[src/design/soc_map_pkg.sv]
package soc_map_pkg;

   // APB address
   localparam int ADDR_W = 12;

   //*********************************************************************
   // Region field, one region per 256 bytes
   //*********************************************************************
   localparam int REGION_MSB = 11;
   localparam int REGION_LSB = 8;
   localparam int REGION_W   = REGION_MSB - REGION_LSB + 1;

   localparam logic [REGION_W-1:0] REGION_GPIO = 4'd0;
   localparam logic [REGION_W-1:0] REGION_SYS  = 4'd1;

   // Word index inside a region
   localparam int REG_IDX_W   = 3;
   localparam int REG_IDX_LSB = 2;
   localparam int REG_IDX_MSB = REG_IDX_LSB + REG_IDX_W - 1;

   // GPIO bank
   localparam logic [REG_IDX_W-1:0] GPIO_DATA_IN  = 3'd0;
   localparam logic [REG_IDX_W-1:0] GPIO_DATA_OUT = 3'd1;
   localparam logic [REG_IDX_W-1:0] GPIO_OUT_EN   = 3'd2;
   localparam logic [REG_IDX_W-1:0] GPIO_IRQ_MASK = 3'd3;
   localparam logic [REG_IDX_W-1:0] GPIO_IRQ_STAT = 3'd4;

   // System controller
   localparam logic [REG_IDX_W-1:0] SYS_MTIME    = 3'd0;
   localparam logic [REG_IDX_W-1:0] SYS_MTIMECMP = 3'd1;
   localparam logic [REG_IDX_W-1:0] SYS_CTRL     = 3'd2;
   localparam logic [REG_IDX_W-1:0] SYS_IRQ_PEND = 3'd3;

endpackage

[src/design/periph_pkg.sv]
package periph_pkg;

   localparam int DATA_W = 32;
   localparam int GPIO_W = 32;
   localparam int IRQ_W  = 8;

   //*********************************************************************
   // External interrupt vector, bits 6 and 7 unused
   //*********************************************************************
   localparam int IRQ_UART  = 0;
   localparam int IRQ_SPI   = 1;
   localparam int IRQ_SW3   = 2;
   localparam int IRQ_SW4   = 3;
   localparam int IRQ_GPIO  = 4;
   localparam int IRQ_TIMER = 5;

   // Control view of a system controller word
   typedef struct packed {
      logic [26:0] rsvd_hi;
      logic        sw_irq4;
      logic        sw_irq3;
      logic [2:0]  rsvd_lo;
   } sys_ctrl_t;

   // Same word as a raw count (MTIMECMP) or as CTRL bits
   typedef union packed {
      logic [DATA_W-1:0] count;
      sys_ctrl_t         ctrl;
   } sys_word_u;

endpackage

[src/design/apb_decode.sv]
module apb_decode (
   input  logic                              i_psel,
   input  logic                              i_penable,
   input  logic                              i_pwrite,
   input  logic [soc_map_pkg::ADDR_W-1:0]    i_paddr,
   input  logic                              i_pready,
   output logic                              o_sel_gpio,
   output logic                              o_sel_sys,
   output logic [soc_map_pkg::REG_IDX_W-1:0] o_reg_idx,
   output logic                              o_wr_stb,
   output logic                              o_err
);

   import soc_map_pkg::*;

   logic [REGION_W-1:0] region;
   logic                hit_gpio;
   logic                hit_sys;
   logic                first_access;

   assign region    = i_paddr[REGION_MSB:REGION_LSB];
   assign o_reg_idx = i_paddr[REG_IDX_MSB:REG_IDX_LSB];

   assign hit_gpio = (region == REGION_GPIO);
   assign hit_sys  = (region == REGION_SYS);

   assign o_sel_gpio = i_psel && hit_gpio;
   assign o_sel_sys  = i_psel && hit_sys;

   // Anything outside the two regions
   assign o_err = i_psel && !(hit_gpio || hit_sys);

   //*********************************************************************
   // Write strobe
   //*********************************************************************

   // Ready is still low here, high in the repeated access cycle
   assign first_access = i_psel && i_penable && !i_pready;

   assign o_wr_stb = first_access && i_pwrite && (hit_gpio || hit_sys);

endmodule

[src/design/gpio_bank.sv]
module gpio_bank (
   input  logic                              clk,
   input  logic                              i_rst_n,
   input  logic                              i_sel,
   input  logic [soc_map_pkg::REG_IDX_W-1:0] i_reg_idx,
   input  logic                              i_wr_stb,
   input  logic [periph_pkg::DATA_W-1:0]     i_wdata,
   input  logic [periph_pkg::GPIO_W-1:0]     i_gpio_in,
   output logic [periph_pkg::DATA_W-1:0]     o_rdata,
   output logic [periph_pkg::GPIO_W-1:0]     o_gpio_out,
   output logic [periph_pkg::GPIO_W-1:0]     o_gpio_oe,
   output logic                              o_gpio_irq
);

   import soc_map_pkg::*;
   import periph_pkg::*;

   logic [GPIO_W-1:0] gpio_meta;
   logic [GPIO_W-1:0] gpio_sync;
   logic [GPIO_W-1:0] gpio_prev;
   logic [GPIO_W-1:0] rise;
   logic [GPIO_W-1:0] irq_mask;
   logic [GPIO_W-1:0] irq_stat;
   logic [GPIO_W-1:0] stat_clr;
   logic              wr_en;

   assign wr_en = i_sel && i_wr_stb;

   //*********************************************************************
   // Pin synchroniser and edge detect
   //*********************************************************************
   always_ff @(posedge clk or negedge i_rst_n) begin
      if (!i_rst_n) begin
         gpio_meta <= '0;
         gpio_sync <= '0;
         gpio_prev <= '0;
      end else begin
         gpio_meta <= i_gpio_in;
         gpio_sync <= gpio_meta;
         gpio_prev <= gpio_sync;
      end
   end

   assign rise = gpio_sync & ~gpio_prev;

   // Write one to clear
   assign stat_clr = (wr_en && (i_reg_idx == GPIO_IRQ_STAT)) ? i_wdata : '0;

   always_ff @(posedge clk or negedge i_rst_n) begin
      if (!i_rst_n) begin
         o_gpio_out <= '0;
         o_gpio_oe  <= '0;
         irq_mask   <= '0;
         irq_stat   <= '0;
      end else begin
         if (wr_en && (i_reg_idx == GPIO_DATA_OUT)) o_gpio_out <= i_wdata;
         if (wr_en && (i_reg_idx == GPIO_OUT_EN))   o_gpio_oe  <= i_wdata;
         if (wr_en && (i_reg_idx == GPIO_IRQ_MASK)) irq_mask   <= i_wdata;
         // A new edge wins over a clear in the same cycle
         irq_stat <= (irq_stat & ~stat_clr) | rise;
      end
   end

   assign o_gpio_irq = |(irq_stat & irq_mask);

   always_comb begin
      case (i_reg_idx)
         GPIO_DATA_IN:  o_rdata = gpio_sync;
         GPIO_DATA_OUT: o_rdata = o_gpio_out;
         GPIO_OUT_EN:   o_rdata = o_gpio_oe;
         GPIO_IRQ_MASK: o_rdata = irq_mask;
         GPIO_IRQ_STAT: o_rdata = irq_stat;
         default:       o_rdata = '0;
      endcase
   end

endmodule

[src/design/sys_ctrl.sv]
module sys_ctrl (
   input  logic                              clk,
   input  logic                              i_rst_n,
   input  logic                              i_sel,
   input  logic [soc_map_pkg::REG_IDX_W-1:0] i_reg_idx,
   input  logic                              i_wr_stb,
   input  periph_pkg::sys_word_u             i_wdata,
   input  logic                              i_gpio_irq,
   output logic [periph_pkg::DATA_W-1:0]     o_rdata,
   output logic [periph_pkg::IRQ_W-1:0]      o_ext_irq
);

   import soc_map_pkg::*;
   import periph_pkg::*;

   logic [DATA_W-1:0] mtime;
   logic [DATA_W-1:0] mtimecmp;
   logic              sw_irq3;
   logic              sw_irq4;
   logic              timer_irq;
   logic              wr_en;
   sys_word_u         ctrl_rd;

   assign wr_en = i_sel && i_wr_stb;

   //*********************************************************************
   // Timer
   //*********************************************************************
   always_ff @(posedge clk or negedge i_rst_n) begin
      if (!i_rst_n) begin
         mtime <= '0;
      end else begin
         mtime <= mtime + 1'b1;
      end
   end

   // Compare starts at all ones so the timer stays quiet
   always_ff @(posedge clk or negedge i_rst_n) begin
      if (!i_rst_n) begin
         mtimecmp <= '1;
         sw_irq3  <= 1'b0;
         sw_irq4  <= 1'b0;
      end else begin
         if (wr_en && (i_reg_idx == SYS_MTIMECMP)) begin
            mtimecmp <= i_wdata.count;
         end
         if (wr_en && (i_reg_idx == SYS_CTRL)) begin
            sw_irq3 <= i_wdata.ctrl.sw_irq3;
            sw_irq4 <= i_wdata.ctrl.sw_irq4;
         end
      end
   end

   assign timer_irq = (mtime >= mtimecmp);

   //*********************************************************************
   // Interrupt vector
   //*********************************************************************
   always_comb begin
      o_ext_irq            = '0;
      o_ext_irq[IRQ_UART]  = 1'b0;
      o_ext_irq[IRQ_SPI]   = 1'b0;
      o_ext_irq[IRQ_SW3]   = sw_irq3;
      o_ext_irq[IRQ_SW4]   = sw_irq4;
      o_ext_irq[IRQ_GPIO]  = i_gpio_irq;
      o_ext_irq[IRQ_TIMER] = timer_irq;
   end

   always_comb begin
      ctrl_rd              = '0;
      ctrl_rd.ctrl.sw_irq3 = sw_irq3;
      ctrl_rd.ctrl.sw_irq4 = sw_irq4;
   end

   always_comb begin
      case (i_reg_idx)
         SYS_MTIME:    o_rdata = mtime;
         SYS_MTIMECMP: o_rdata = mtimecmp;
         SYS_CTRL:     o_rdata = ctrl_rd.count;
         SYS_IRQ_PEND: o_rdata = {{(DATA_W - IRQ_W){1'b0}}, o_ext_irq};
         default:      o_rdata = '0;
      endcase
   end

endmodule

[src/design/read_return.sv]
module read_return (
   input  logic                          clk,
   input  logic                          i_rst_n,
   input  logic                          i_psel,
   input  logic                          i_penable,
   input  logic                          i_sel_gpio,
   input  logic                          i_sel_sys,
   input  logic                          i_err,
   input  logic [periph_pkg::DATA_W-1:0] i_gpio_rdata,
   input  logic [periph_pkg::DATA_W-1:0] i_sys_rdata,
   output logic [periph_pkg::DATA_W-1:0] o_prdata,
   output logic                          o_pready,
   output logic                          o_pslverr
);

   import periph_pkg::*;

   logic [DATA_W-1:0] rd_word;
   logic              first_access;

   // No region select on an error, so the word is 0 then
   always_comb begin
      if (i_sel_gpio) begin
         rd_word = i_gpio_rdata;
      end else if (i_sel_sys) begin
         rd_word = i_sys_rdata;
      end else begin
         rd_word = '0;
      end
   end

   assign first_access = i_psel && i_penable && !o_pready;

   // One wait state, then ready for a single cycle
   always_ff @(posedge clk or negedge i_rst_n) begin
      if (!i_rst_n) begin
         o_prdata  <= '0;
         o_pready  <= 1'b0;
         o_pslverr <= 1'b0;
      end else if (first_access) begin
         o_prdata  <= rd_word;
         o_pready  <= 1'b1;
         o_pslverr <= i_err;
      end else begin
         o_pready  <= 1'b0;
         o_pslverr <= 1'b0;
      end
   end

endmodule

[src/design/periph_subsys.sv]
module periph_subsys (
   input  logic                           clk,
   input  logic                           i_rst_n,
   input  logic                           i_psel,
   input  logic                           i_penable,
   input  logic                           i_pwrite,
   input  logic [soc_map_pkg::ADDR_W-1:0] i_paddr,
   input  logic [periph_pkg::DATA_W-1:0]  i_pwdata,
   output logic [periph_pkg::DATA_W-1:0]  o_prdata,
   output logic                           o_pready,
   output logic                           o_pslverr,
   input  logic [periph_pkg::GPIO_W-1:0]  i_gpio_in,
   output logic [periph_pkg::GPIO_W-1:0]  o_gpio_out,
   output logic [periph_pkg::GPIO_W-1:0]  o_gpio_oe,
   output logic [periph_pkg::IRQ_W-1:0]   o_ext_irq
);

   logic                              sel_gpio;
   logic                              sel_sys;
   logic [soc_map_pkg::REG_IDX_W-1:0] reg_idx;
   logic                              wr_stb;
   logic                              err;
   logic [periph_pkg::DATA_W-1:0]     gpio_rdata;
   logic [periph_pkg::DATA_W-1:0]     sys_rdata;
   logic                              gpio_irq;

   //*********************************************************************
   // Decode, register blocks, response
   //*********************************************************************
   apb_decode u_apb_decode (
      .i_psel     (i_psel),
      .i_penable  (i_penable),
      .i_pwrite   (i_pwrite),
      .i_paddr    (i_paddr),
      .i_pready   (o_pready),
      .o_sel_gpio (sel_gpio),
      .o_sel_sys  (sel_sys),
      .o_reg_idx  (reg_idx),
      .o_wr_stb   (wr_stb),
      .o_err      (err)
   );

   gpio_bank u_gpio_bank (
      .clk        (clk),
      .i_rst_n    (i_rst_n),
      .i_sel      (sel_gpio),
      .i_reg_idx  (reg_idx),
      .i_wr_stb   (wr_stb),
      .i_wdata    (i_pwdata),
      .i_gpio_in  (i_gpio_in),
      .o_rdata    (gpio_rdata),
      .o_gpio_out (o_gpio_out),
      .o_gpio_oe  (o_gpio_oe),
      .o_gpio_irq (gpio_irq)
   );

   sys_ctrl u_sys_ctrl (
      .clk        (clk),
      .i_rst_n    (i_rst_n),
      .i_sel      (sel_sys),
      .i_reg_idx  (reg_idx),
      .i_wr_stb   (wr_stb),
      .i_wdata    (i_pwdata),
      .i_gpio_irq (gpio_irq),
      .o_rdata    (sys_rdata),
      .o_ext_irq  (o_ext_irq)
   );

   read_return u_read_return (
      .clk          (clk),
      .i_rst_n      (i_rst_n),
      .i_psel       (i_psel),
      .i_penable    (i_penable),
      .i_sel_gpio   (sel_gpio),
      .i_sel_sys    (sel_sys),
      .i_err        (err),
      .i_gpio_rdata (gpio_rdata),
      .i_sys_rdata  (sys_rdata),
      .o_prdata     (o_prdata),
      .o_pready     (o_pready),
      .o_pslverr    (o_pslverr)
   );

endmodule

[config.mk]
export PLATFORM = sky130hd
export DESIGN_NAME = periph_subsys
export DESIGN_NICKNAME = d
export VERILOG_FILES = /design/src/design/soc_map_pkg.sv /design/src/design/periph_pkg.sv /design/src/design/apb_decode.sv /design/src/design/gpio_bank.sv /design/src/design/sys_ctrl.sv /design/src/design/read_return.sv /design/src/design/periph_subsys.sv
export SDC_FILE = /design/constraint.sdc
export NUM_CORES = 1
export LEC_CHECK = 0
export BUFFER_PORTS_ARGS = -buffer_cell sky130_fd_sc_hd__clkbuf_2
export CORE_ASPECT_RATIO = 1.25
export CORE_MARGIN = 10
export CORE_UTILIZATION = 30
export DETAILED_ROUTE_END_ITERATION = 12
export GPL_ROUTABILITY_DRIVEN = 0
export HOLD_SLACK_MARGIN = 0.05
export PLACE_DENSITY_LB_ADDON = 0.12
export SYNTH_ARGS = -nofsm -noshare
export SYNTH_HDL_FRONTEND = slang
export SYNTH_HIERARCHICAL = 1
export SYNTH_SLANG_ARGS = --single-unit
export TNS_END_PERCENT = 100
[constraint.sdc]
create_clock -name clk -period 3.09 [get_ports clk]
set_input_delay 0.4635 -clock clk [delete_from_list [all_inputs] [get_ports clk]]
set_output_delay 0.4635 -clock clk [all_outputs]
set_load 0.005 [all_outputs]
==> flow_summary.ini, run 1 <==
[run_status]
outcome = finished, violations left
violations = negative setup slack

[worst_setup_path]
r2r-end = u_read_return/o_prdata[5]
worstSetupPathType = reg2out
r2r_cells = 12
cp-end-kind = output pin
crit_arrival_ns = 2.69
rrSetupSlack_ns = 0.22
reg2reg_from = u_sys_ctrl/mtime[0]
worstPathMaxFanout = 2
critPathRequiredTime_ns = 2.63
startpoint_type = register

[flow_run]
drv_cap = 0

[timing]
hold_violations = 0
fin_crit_sh = 1.02
drv_slew = 0
fin_worst_skew_ns = 0.0133
setup_slack_ns = -0.0596
setup_violations = 1
maxSlewHeadroom = 0.454
fmax_ghz = 0.317
fin_crit_ns = 3.15
rsz0062_at_grt = yes
fin_setup_tns_ns = -0.0596
tightest_slew_ns = 0.818

[die]
pin_count = 187
core_sq_um = 48100
std_cell_rows = 90
die_h_microns = 266
die-width_microns = 217
start_util = 0.302
die_area_sq_um = 57600

[route]
wl_per_cell_microns = 23.1
drt-total-wl_mm = 48.6
dr.pass1.iters = 5
ant_nets = 0
via_per_inst = 4.93
drtIter0Drc = 725
vias = 10394
drc = 0

[logic_synthesis]
yosysSeqAreaShare = 0.562
synth_edf_count = 0
async_flop_share = 1.00
syn_area_per_cell_sq_um = 12.0
ys_ff_latch = 324
syn_area_sq_um = 14500
yosysWarnings = 6
synth_cell_types = 64
synth_ff_type = dfrtp_1
syn_inst = 1204

[finish]
nets = 1549
final_cell_mix = 292 x dfrtp_1, 173 x clkbuf_2, 108 x a22oi_1
layout.cells.most_common = dfrtp_1
post-route-util = 0.377
fillers = 4733
antennaDiodeCount = 0
area_delta_synth_final_pct = 24.9
drive_gt1_frac = 0.346

[pwr]
p_int_mw = 7.24
ir_worst_vdd_v = 0.000346
p_leak_nw = 8.74
seq_power_share = 0.461
switchingPower_mw = 2.23
netSwitchingFraction = 0.235
combPwrFrac = 0.058
power-per-cell-area_nw_per_um2 = 523
clkPwrFrac = 0.482
totalPowerFinal_mw = 9.47

[clock_tree]
clockBufferDepth = 3
cts.sinks = 324
htreeDepth = 2
cts_inserted_buffers = 38
clockRootBuffer = clkbuf_16
path_clk_slew_ns = 0.06
clock_latency_ns = 0.55
cts_tree = done

[grt]
grt_use_total = 0.168
antenna_found_initial = 0
grt_pass1_wl_mm = 73.2
grt_max_degree = 79
gr-total-overflow = 0
grt_pass1_vias = 10853

[hold_path]
hold_end = u_sys_ctrl/mtimecmp[22]
holdCritStartpoint = i_pwdata[22]
hp-class = in2reg
holdPathStages = 3

[placement]
hpwlAfterDp_mm = 34.3
placement.io_buffers = 177
Yosys cell counts, types with 2 or more instances:
library cell	number	area, sq um
a2111oi_2	2	30.0
a21oi_1	14	70.1
a22o_1	29	254
a22oi_1	108	811
a31oi_1	2	12.5
and2_1	4	25.0
and3_1	6	37.5
and3b_2	2	20.0
and4_1	6	52.6
buf_1	6	22.5
buf_2	23	115
buf_4	15	113
buf_6	12	135
clkbuf_1	23	86.3
clkbuf_8	3	41.3
dfrtp_1	292	7310
dfstp_2	32	841
ha_1	33	413
inv_1	101	379
mux2_1	10	113
mux2_2	91	1020
mux2_4	30	450
mux4_2	2	45.0
nand2_1	91	342
nand3_1	11	55.1
nand4_1	12	75.1
nand4b_1	2	17.5
nor2_1	15	56.3
nor2b_1	3	18.8
nor3_1	2	10.0
o21ai_0	70	350
o21ai_1	24	120
o21ai_2	6	52.6
o22ai_1	32	200
o31ai_1	32	240
or2_2	2	12.5
xnor2_1	22	193
xor2_1	8	70.1
flip-flops by register name, summed over array words and instances, names as in the netlist:
signal and count:
u_gpio_bank/gpio_meta 32, u_gpio_bank/gpio_prev 32, u_gpio_bank/gpio_sync 32, u_gpio_bank/irq_mask 32, u_gpio_bank/irq_stat 32, u_gpio_bank/o_gpio_oe 32, u_gpio_bank/o_gpio_out 32, u_read_return/o_prdata 32
u_read_return/o_pready 1, u_read_return/o_pslverr 1, u_sys_ctrl/mtime 32, u_sys_ctrl/mtimecmp 32, u_sys_ctrl/sw_irq3 1, u_sys_ctrl/sw_irq4 1
power groups by stage:
stage               registers (mW)  clock network (mW)  logic [mW]
floorplan                     4.42                   0       0.197
global placement              4.44                   0       0.523
detailed placement            4.44                   0       0.526
CTS                           4.36                4.71       0.561
global route                  4.37                4.89       0.597
finish                        4.36                4.56       0.545
worst max path at each step:
stage | to | start | cells after the start
after floorplan | o_ext_irq[5] | u_sys_ctrl/mtimecmp[0] | 7
after global placement | o_ext_irq[5] | u_sys_ctrl/mtimecmp[15] | 8
after detailed placement | o_ext_irq[5] | u_sys_ctrl/mtimecmp[15] | 8
after CTS | o_ext_irq[5] | u_sys_ctrl/mtimecmp[15] | 8
after global routing | o_ext_irq[5] | u_sys_ctrl/mtimecmp[8] | 8
final | o_ext_irq[5] | u_sys_ctrl/mtimecmp[14] | 8
per-layer routing:
layer	global-route usage	part of all wire	vias to the layer above	wire (microns)
li1	-	-	4764	-
met5	0	0	-	0
met2	0.283	0.50	315	24300
met3	0.0408	0.058	57	2810
met1	0.208	0.42	5258	20200
met4	0.0545	0.027	0	1340
per-stage QoR:
step	instances	area [sq um]	setup slack [ns]	hold WS (ns)
after floorplan	1207	14500	0.722	0.168
after global placement	2001	16300	0.248	0.334
after detailed placement	2001	16300	0.264	0.335
after CTS	2106	18100	-0.0519	0.174
after global routing	2108	18100	-0.162	0.213
final	2108	18100	-0.0596	0.212
kinds of logic after synthesis:
| kind of cell | count (synthesis) | share of synthesized area |
|---|---|---|
| flip-flops | 324 | 0.562 |
| multiplexers | 134 | 0.113 |
| other | 1 | 0.000259 |
| XOR/XNOR | 30 | 0.0181 |
| AND/OR/NAND/NOR | 172 | 0.0626 |
| buffers and inverters | 184 | 0.0618 |
| adder cells (fa/ha/maj) | 33 | 0.0285 |
| AO/OA/AOI/OAI | 326 | 0.154 |
worst max-delay path, stage by stage, from the launching register on:
cell and delay [ns]:
dfstp_2 0.54, inv_2 0.05, ha_4 0.26, and4_4 0.25
nand2_4 0.06, a2111oi_4 0.43, a2111oi_4 0.08, o311ai_4 0.28
buf_2 0.20
layout make-up:
| class | count | area [sq um] | area share |
|---|---|---|---|
| clock inverters | 11 | 113 | 0.00622 |
| flip-flops and latches | 324 | 8150 | 0.450 |
| multi-input cells | 699 | 5670 | 0.313 |
| clock buffers | 58 | 1150 | 0.0634 |
| inverters | 102 | 385 | 0.0213 |
| repair buffers | 270 | 1840 | 0.102 |
| well taps | 644 | 806 | 0.0445 |
repair_timing:
item                                    in CTS  in global routing
hold buffers                                33                  0
gates resized for setup                     21                  6
endpoints found under the setup margin       1                  1
hold endpoints to repair                    84                  0
setup buffers                                3                  2
pin swaps                                    8                  3
Power figures use the tool's default switching activity.
==> run 2, diff against run 1 <==
--- a/config.mk
+++ b/config.mk
@@ -13,6 +13,7 @@
 export GPL_ROUTABILITY_DRIVEN = 0
 export HOLD_SLACK_MARGIN = 0.05
 export PLACE_DENSITY_LB_ADDON = 0.12
+export SETUP_SLACK_MARGIN = 0.15
 export SYNTH_ARGS = -nofsm -noshare
 export SYNTH_HDL_FRONTEND = slang
 export SYNTH_HIERARCHICAL = 1
==> run 2 against run 1 <==
The run still ends with negative setup slack left. Sequential share of layout area about the same. Clock power about the same. Utilization about the same. Critical path type unchanged. Count of clock-buffer cells in the layout did not move. Critical endpoint unchanged.
==> flow_summary.ini, run 2 (synthesized netlist as in run 1, its figures left out) <==
[clock_tree]
cts.sinks = 324
clockRootBuffer = clkbuf_16
cts_inserted_buffers = 38
cts_tree = done
clockBufferDepth = 3
path_clk_slew_ns = 0.06
htreeDepth = 2
clock_latency_ns = 0.55

[placement]
hpwlAfterDp_mm = 34.3
placement.io_buffers = 177
placed_cells = 2001
pre_cts_slack_ns = 0.264
placed_cell_area_sq_um = 16300

[route]
wl_per_cell_microns = 23.2
via_per_inst = 4.93
ant_nets = 0
dr.pass1.iters = 5
vias = 10383
drt-total-wl_mm = 48.8
drc = 0
drtIter0Drc = 748

[timing]
fin_worst_skew_ns = 0.0142
fmax_ghz = 0.318
hold_violations = 0
setup_violations = 1
fin_crit_ns = 3.15
fin_crit_sh = 1.02
holdWs_ns = 0.213
setup_slack_ns = -0.0583
tightest_slew_ns = 0.838
maxSlewHeadroom = 0.440
fin_setup_tns_ns = -0.0583
drv_slew = 0
rsz0062_at_grt = yes

[pwr]
ir_worst_vdd_v = 0.000344
power-per-cell-area_nw_per_um2 = 523
totalPowerFinal_mw = 9.47
p_leak_nw = 8.74

[run_status]
outcome = finished, violations left
violations = negative setup slack

[grt]
grt_pass1_vias = 10853
antenna_found_initial = 0
grt_pass1_wl_mm = 73.2
grt_max_degree = 79
gr-total-overflow = 0
grt_use_total = 0.168

[worst_setup_path]
critPathRequiredTime_ns = 2.63
worstPathMaxFanout = 2
cp-end-kind = output pin
crit_arrival_ns = 2.68
startpoint_type = register
worstSetupPathType = reg2out

[die]
start_util = 0.302
die_area_sq_um = 57600
pin_count = 187
core_sq_um = 48100
die-width_microns = 217
die_h_microns = 266
std_cell_rows = 90

[flow_run]
drv_cap = 0

[finish]
final_cell_area_sq_um = 18100
post-route-util = 0.377
antennaDiodeCount = 0
nets = 1549
final_cells = 2108
drive_gt1_frac = 0.348
final_cell_mix = 292 x dfrtp_1, 173 x clkbuf_2, 107 x a22oi_1
area_delta_synth_final_pct = 25.0
layout.cells.most_common = dfrtp_1

[hold_path]
hp-class = in2reg
==> run 2: path summary, 6_finish.rpt <==
check / end / cells past startpoint / from / slack, ns
setup / recovery: o_ext_irq[5] / 8 / u_sys_ctrl/mtimecmp[14] / -0.06
hold / removal: u_sys_ctrl/mtimecmp[22] / 3 / i_pwdata[22] / 0.21
setup reg to reg: u_read_return/o_prdata[5] / 12 / u_sys_ctrl/mtime[0] / 0.27
hold reg to reg: u_gpio_bank/gpio_sync[27] / 0 / u_gpio_bank/gpio_meta[27] / 0.35
max in group asynchronous: u_sys_ctrl/mtimecmp[7] / 3 / i_rst_n / 1.73
min in group asynchronous: u_gpio_bank/gpio_prev[30] / 2 / i_rst_n / 0.47
==> run 2: repair_timing <==
action,in CTS,in global routing
buffers inserted,3,2
resized for setup,21,8
pin swaps,8,3
hold buffers,33,0
hold endpoints to repair,84,0
setup endpoints to repair,1,1
==> run 2: critical path, cell delays in order, from the launching register on <==
cell and delay (ns):
dfstp_2 0.54, inv_2 0.05, ha_4 0.26, and4_4 0.25
nand2_4 0.06, a2111oi_4 0.43, a2111oi_4 0.08, o311ai_4 0.28
buf_2 0.20
==> run 2: area by class of cell <==
class                           count  area (sq um)
Clock buffer                       58          1150
Clock inverter                     11           113
Fill cell                        4732         30000
Inverter                          102           385
Multi-Input combinational cell    699          5680
Sequential cell                   324          8150
Tap cell                          644           806
Timing Repair Buffer              270          1840
==> run 2: power by group <==
part | internal [mW] | leakage, nW | switching (mW) | total, mW
Combinational | 0.189 | 4.10 | 0.358 | 0.547
Sequential | 4.32 | 4.01 | 0.0428 | 4.36
Clock | 2.73 | 0.628 | 1.83 | 4.56
==> run 2: per-layer routing <==
layer  routed length (microns)  track usage  vias up
li1                          -            -     4767
met3                      2820       0.0408       65
met5                         0            0        -
met2                     24300        0.283      333
met4                      1350       0.0545        0
met1                     20300        0.208     5218
==> run 3, diff against run 2 <==
--- a/config.mk
+++ b/config.mk
@@ -14,6 +14,7 @@
 export HOLD_SLACK_MARGIN = 0.05
 export PLACE_DENSITY_LB_ADDON = 0.12
 export SETUP_SLACK_MARGIN = 0.15
+export SLEW_MARGIN = 20
 export SYNTH_ARGS = -nofsm -noshare
 export SYNTH_HDL_FRONTEND = slang
 export SYNTH_HIERARCHICAL = 1
==> constraint.sdc (replaced) <==
create_clock -name clk -period 3.5 [get_ports clk]
set_input_delay 0.525 -clock clk [delete_from_list [all_inputs] [get_ports clk]]
set_output_delay 0.525 -clock clk [all_outputs]
set_load 0.005 [all_outputs]
==> run 3 against run 2 <==
The run now ends clean. Global-route usage fell by 0.31 points. Sequential power fell by 12%. Worst setup slack improved by 0.41 ns. Die area did not move. Utilization fell by 0.98 points. First-iteration DRC count fell by 13%. Design area fell by 2.6%. Combinational power fell by 18%. Power fell by 10%. Register-to-register slack improved by 0.44 ns. Highest routed layer unchanged.
==> flow_summary.ini, run 3 (synthesized netlist as in run 1, its figures left out) <==
[worst_setup_path]
crit_arrival_ns = 2.63
cp-end-kind = output pin
worstSetupPathType = reg2out
startpoint_type = register
r2r-end = u_read_return/o_prdata[4]
critPathRequiredTime_ns = 2.97
max_stage_delay_ns = 0.52
crit_chain = inv_1 > ha_1 > a21oi_1 > o21ai_0 > a21o_2 > a2111oi_4 > o311ai_4 > buf_2
rrSetupSlack_ns = 0.71
reg2reg_from = u_gpio_bank/irq_mask[6]
crit_family = compound AO/OA/AOI/OAI gates
worst-path-buf-inv = 2
critPathSlowestCell = dfstp_2
worstPathMaxFanout = 3
r2r_cells = 7

[clock_tree]
clock_latency_ns = 0.55
clockRootBuffer = clkbuf_16
cts.sinks = 324
cts_inserted_buffers = 38
htreeDepth = 2
path_clk_slew_ns = 0.06
clockBufferDepth = 3
cts_tree = done

[timing]
rsz0062_at_grt = no
hold_violations = 0
setup_violations = 0
fin_crit_sh = 0.901
tightest_slew_ns = 0.807
drv_slew = 0
fmax_ghz = 0.317
fin_worst_skew_ns = 0.0175
fin_setup_tns_ns = 0
maxSlewHeadroom = 0.461
fin_crit_ns = 3.15

[die]
die_h_microns = 266
start_util = 0.302
die-width_microns = 217
core_sq_um = 48100
pin_count = 187
std_cell_rows = 90
die_area_sq_um = 57600

[grt]
grt_pass1_wl_mm = 72.2
grt_pass1_vias = 10737
antenna_found_initial = 1
grt_max_degree = 88
grt_use_total = 0.165
gr-total-overflow = 0

[hold_path]
hold_end = u_gpio_bank/gpio_meta[4]
hp-class = in2reg
holdPathStages = 1
holdCritStartpoint = i_gpio_in[4]

[route]
drc = 0
wl_per_cell_microns = 23.0
ant_nets = 0
drtIter0Drc = 652
dr.pass1.iters = 5
drt-total-wl_mm = 47.7
vias = 10139
via_per_inst = 4.89

[finish]
area_delta_synth_final_pct = 21.7
drive_gt1_frac = 0.325
final_cells = 2074
nets = 1515
multi_input_area_sq_um = 5530
regArea_sq_um = 8150
layout.cells.most_common = dfrtp_1
antennaDiodeCount = 0
fillers = 4804
final_cell_mix = 292 x dfrtp_1, 173 x clkbuf_2, 108 x a22oi_1

[placement]
placement.io_buffers = 177
hpwlAfterDp_mm = 34.2
placed_cells = 1984

[flow_run]
drv_cap = 0

[pwr]
power-per-cell-area_nw_per_um2 = 482
ir_worst_vdd_v = 0.000296
p_leak_nw = 8.58

[run_status]
outcome = complete, no violations
run 3: worst max-delay path by stage:
stage,start,to,cells past startpoint
final,u_sys_ctrl/mtimecmp[11],o_ext_irq[5],8
after global routing,u_sys_ctrl/mtimecmp[11],o_ext_irq[5],8
after CTS,u_sys_ctrl/mtimecmp[15],o_ext_irq[5],8
after detailed placement,i_paddr[9],u_gpio_bank/irq_mask[22],7
after global placement,i_paddr[9],u_gpio_bank/irq_mask[16],7
after floorplan,u_sys_ctrl/mtimecmp[0],o_ext_irq[5],7
run 3: metrics by stage:
stage                util  setup slack [ns]  cell area [sq um]  hold WS, ns  total power, mW
detailed placement  0.335             0.534              16100        0.335             4.36
floorplan               -              1.07              14500        0.229             4.08
global route        0.367             0.181              17600       0.0539             8.85
CTS                 0.367             0.153              17600       0.0506             8.67
global placement    0.335             0.562              16100        0.334             4.36
finish              0.367             0.347              17600       0.0806             8.51
run 3: layout make-up:
type / instances / area share
Inverter: 102 / 0.0217
Clock inverter: 14 / 0.0129
Tap cell: 644 / 0.0457
Multi-Input combinational cell: 699 / 0.313
Clock buffer: 55 / 0.0615
Sequential cell: 324 / 0.462
Timing Repair Buffer: 236 / 0.0831
run 3: what timing repair did:
action / in CTS / in global routing
endpoints found under the setup margin: 1 / 1
pin swaps: 1 / 3
hold buffers: 20 / 0
gates resized for setup: 1 / 4
buffers inserted: 1 / 0
endpoints found under the hold margin: 95 / 0
cloned: 0 / 0
run 3: layer usage:
metal  GRT usage  wire length (microns)
met5           0                      0
met1       0.206                  20500
met4      0.0469                   1100
met3      0.0387                   2510
met2       0.280                  23700
run 3: where the power goes:
| part | switching, mW | internal [mW] |
|---|---|---|
| Sequential | 0.0363 | 3.81 |
| Clock | 1.61 | 2.60 |
| Combinational | 0.307 | 0.143 |
run 3: worst register-to-register path, stage by stage (launching register included):
cell and delay (ns):
dfrtp_1 0.40, a22oi_1 0.39, nand4_1 0.27, or4_1 0.69, mux4_2 0.50, and2_1 0.16, a22oi_1 0.15, o21ai_1 0.07
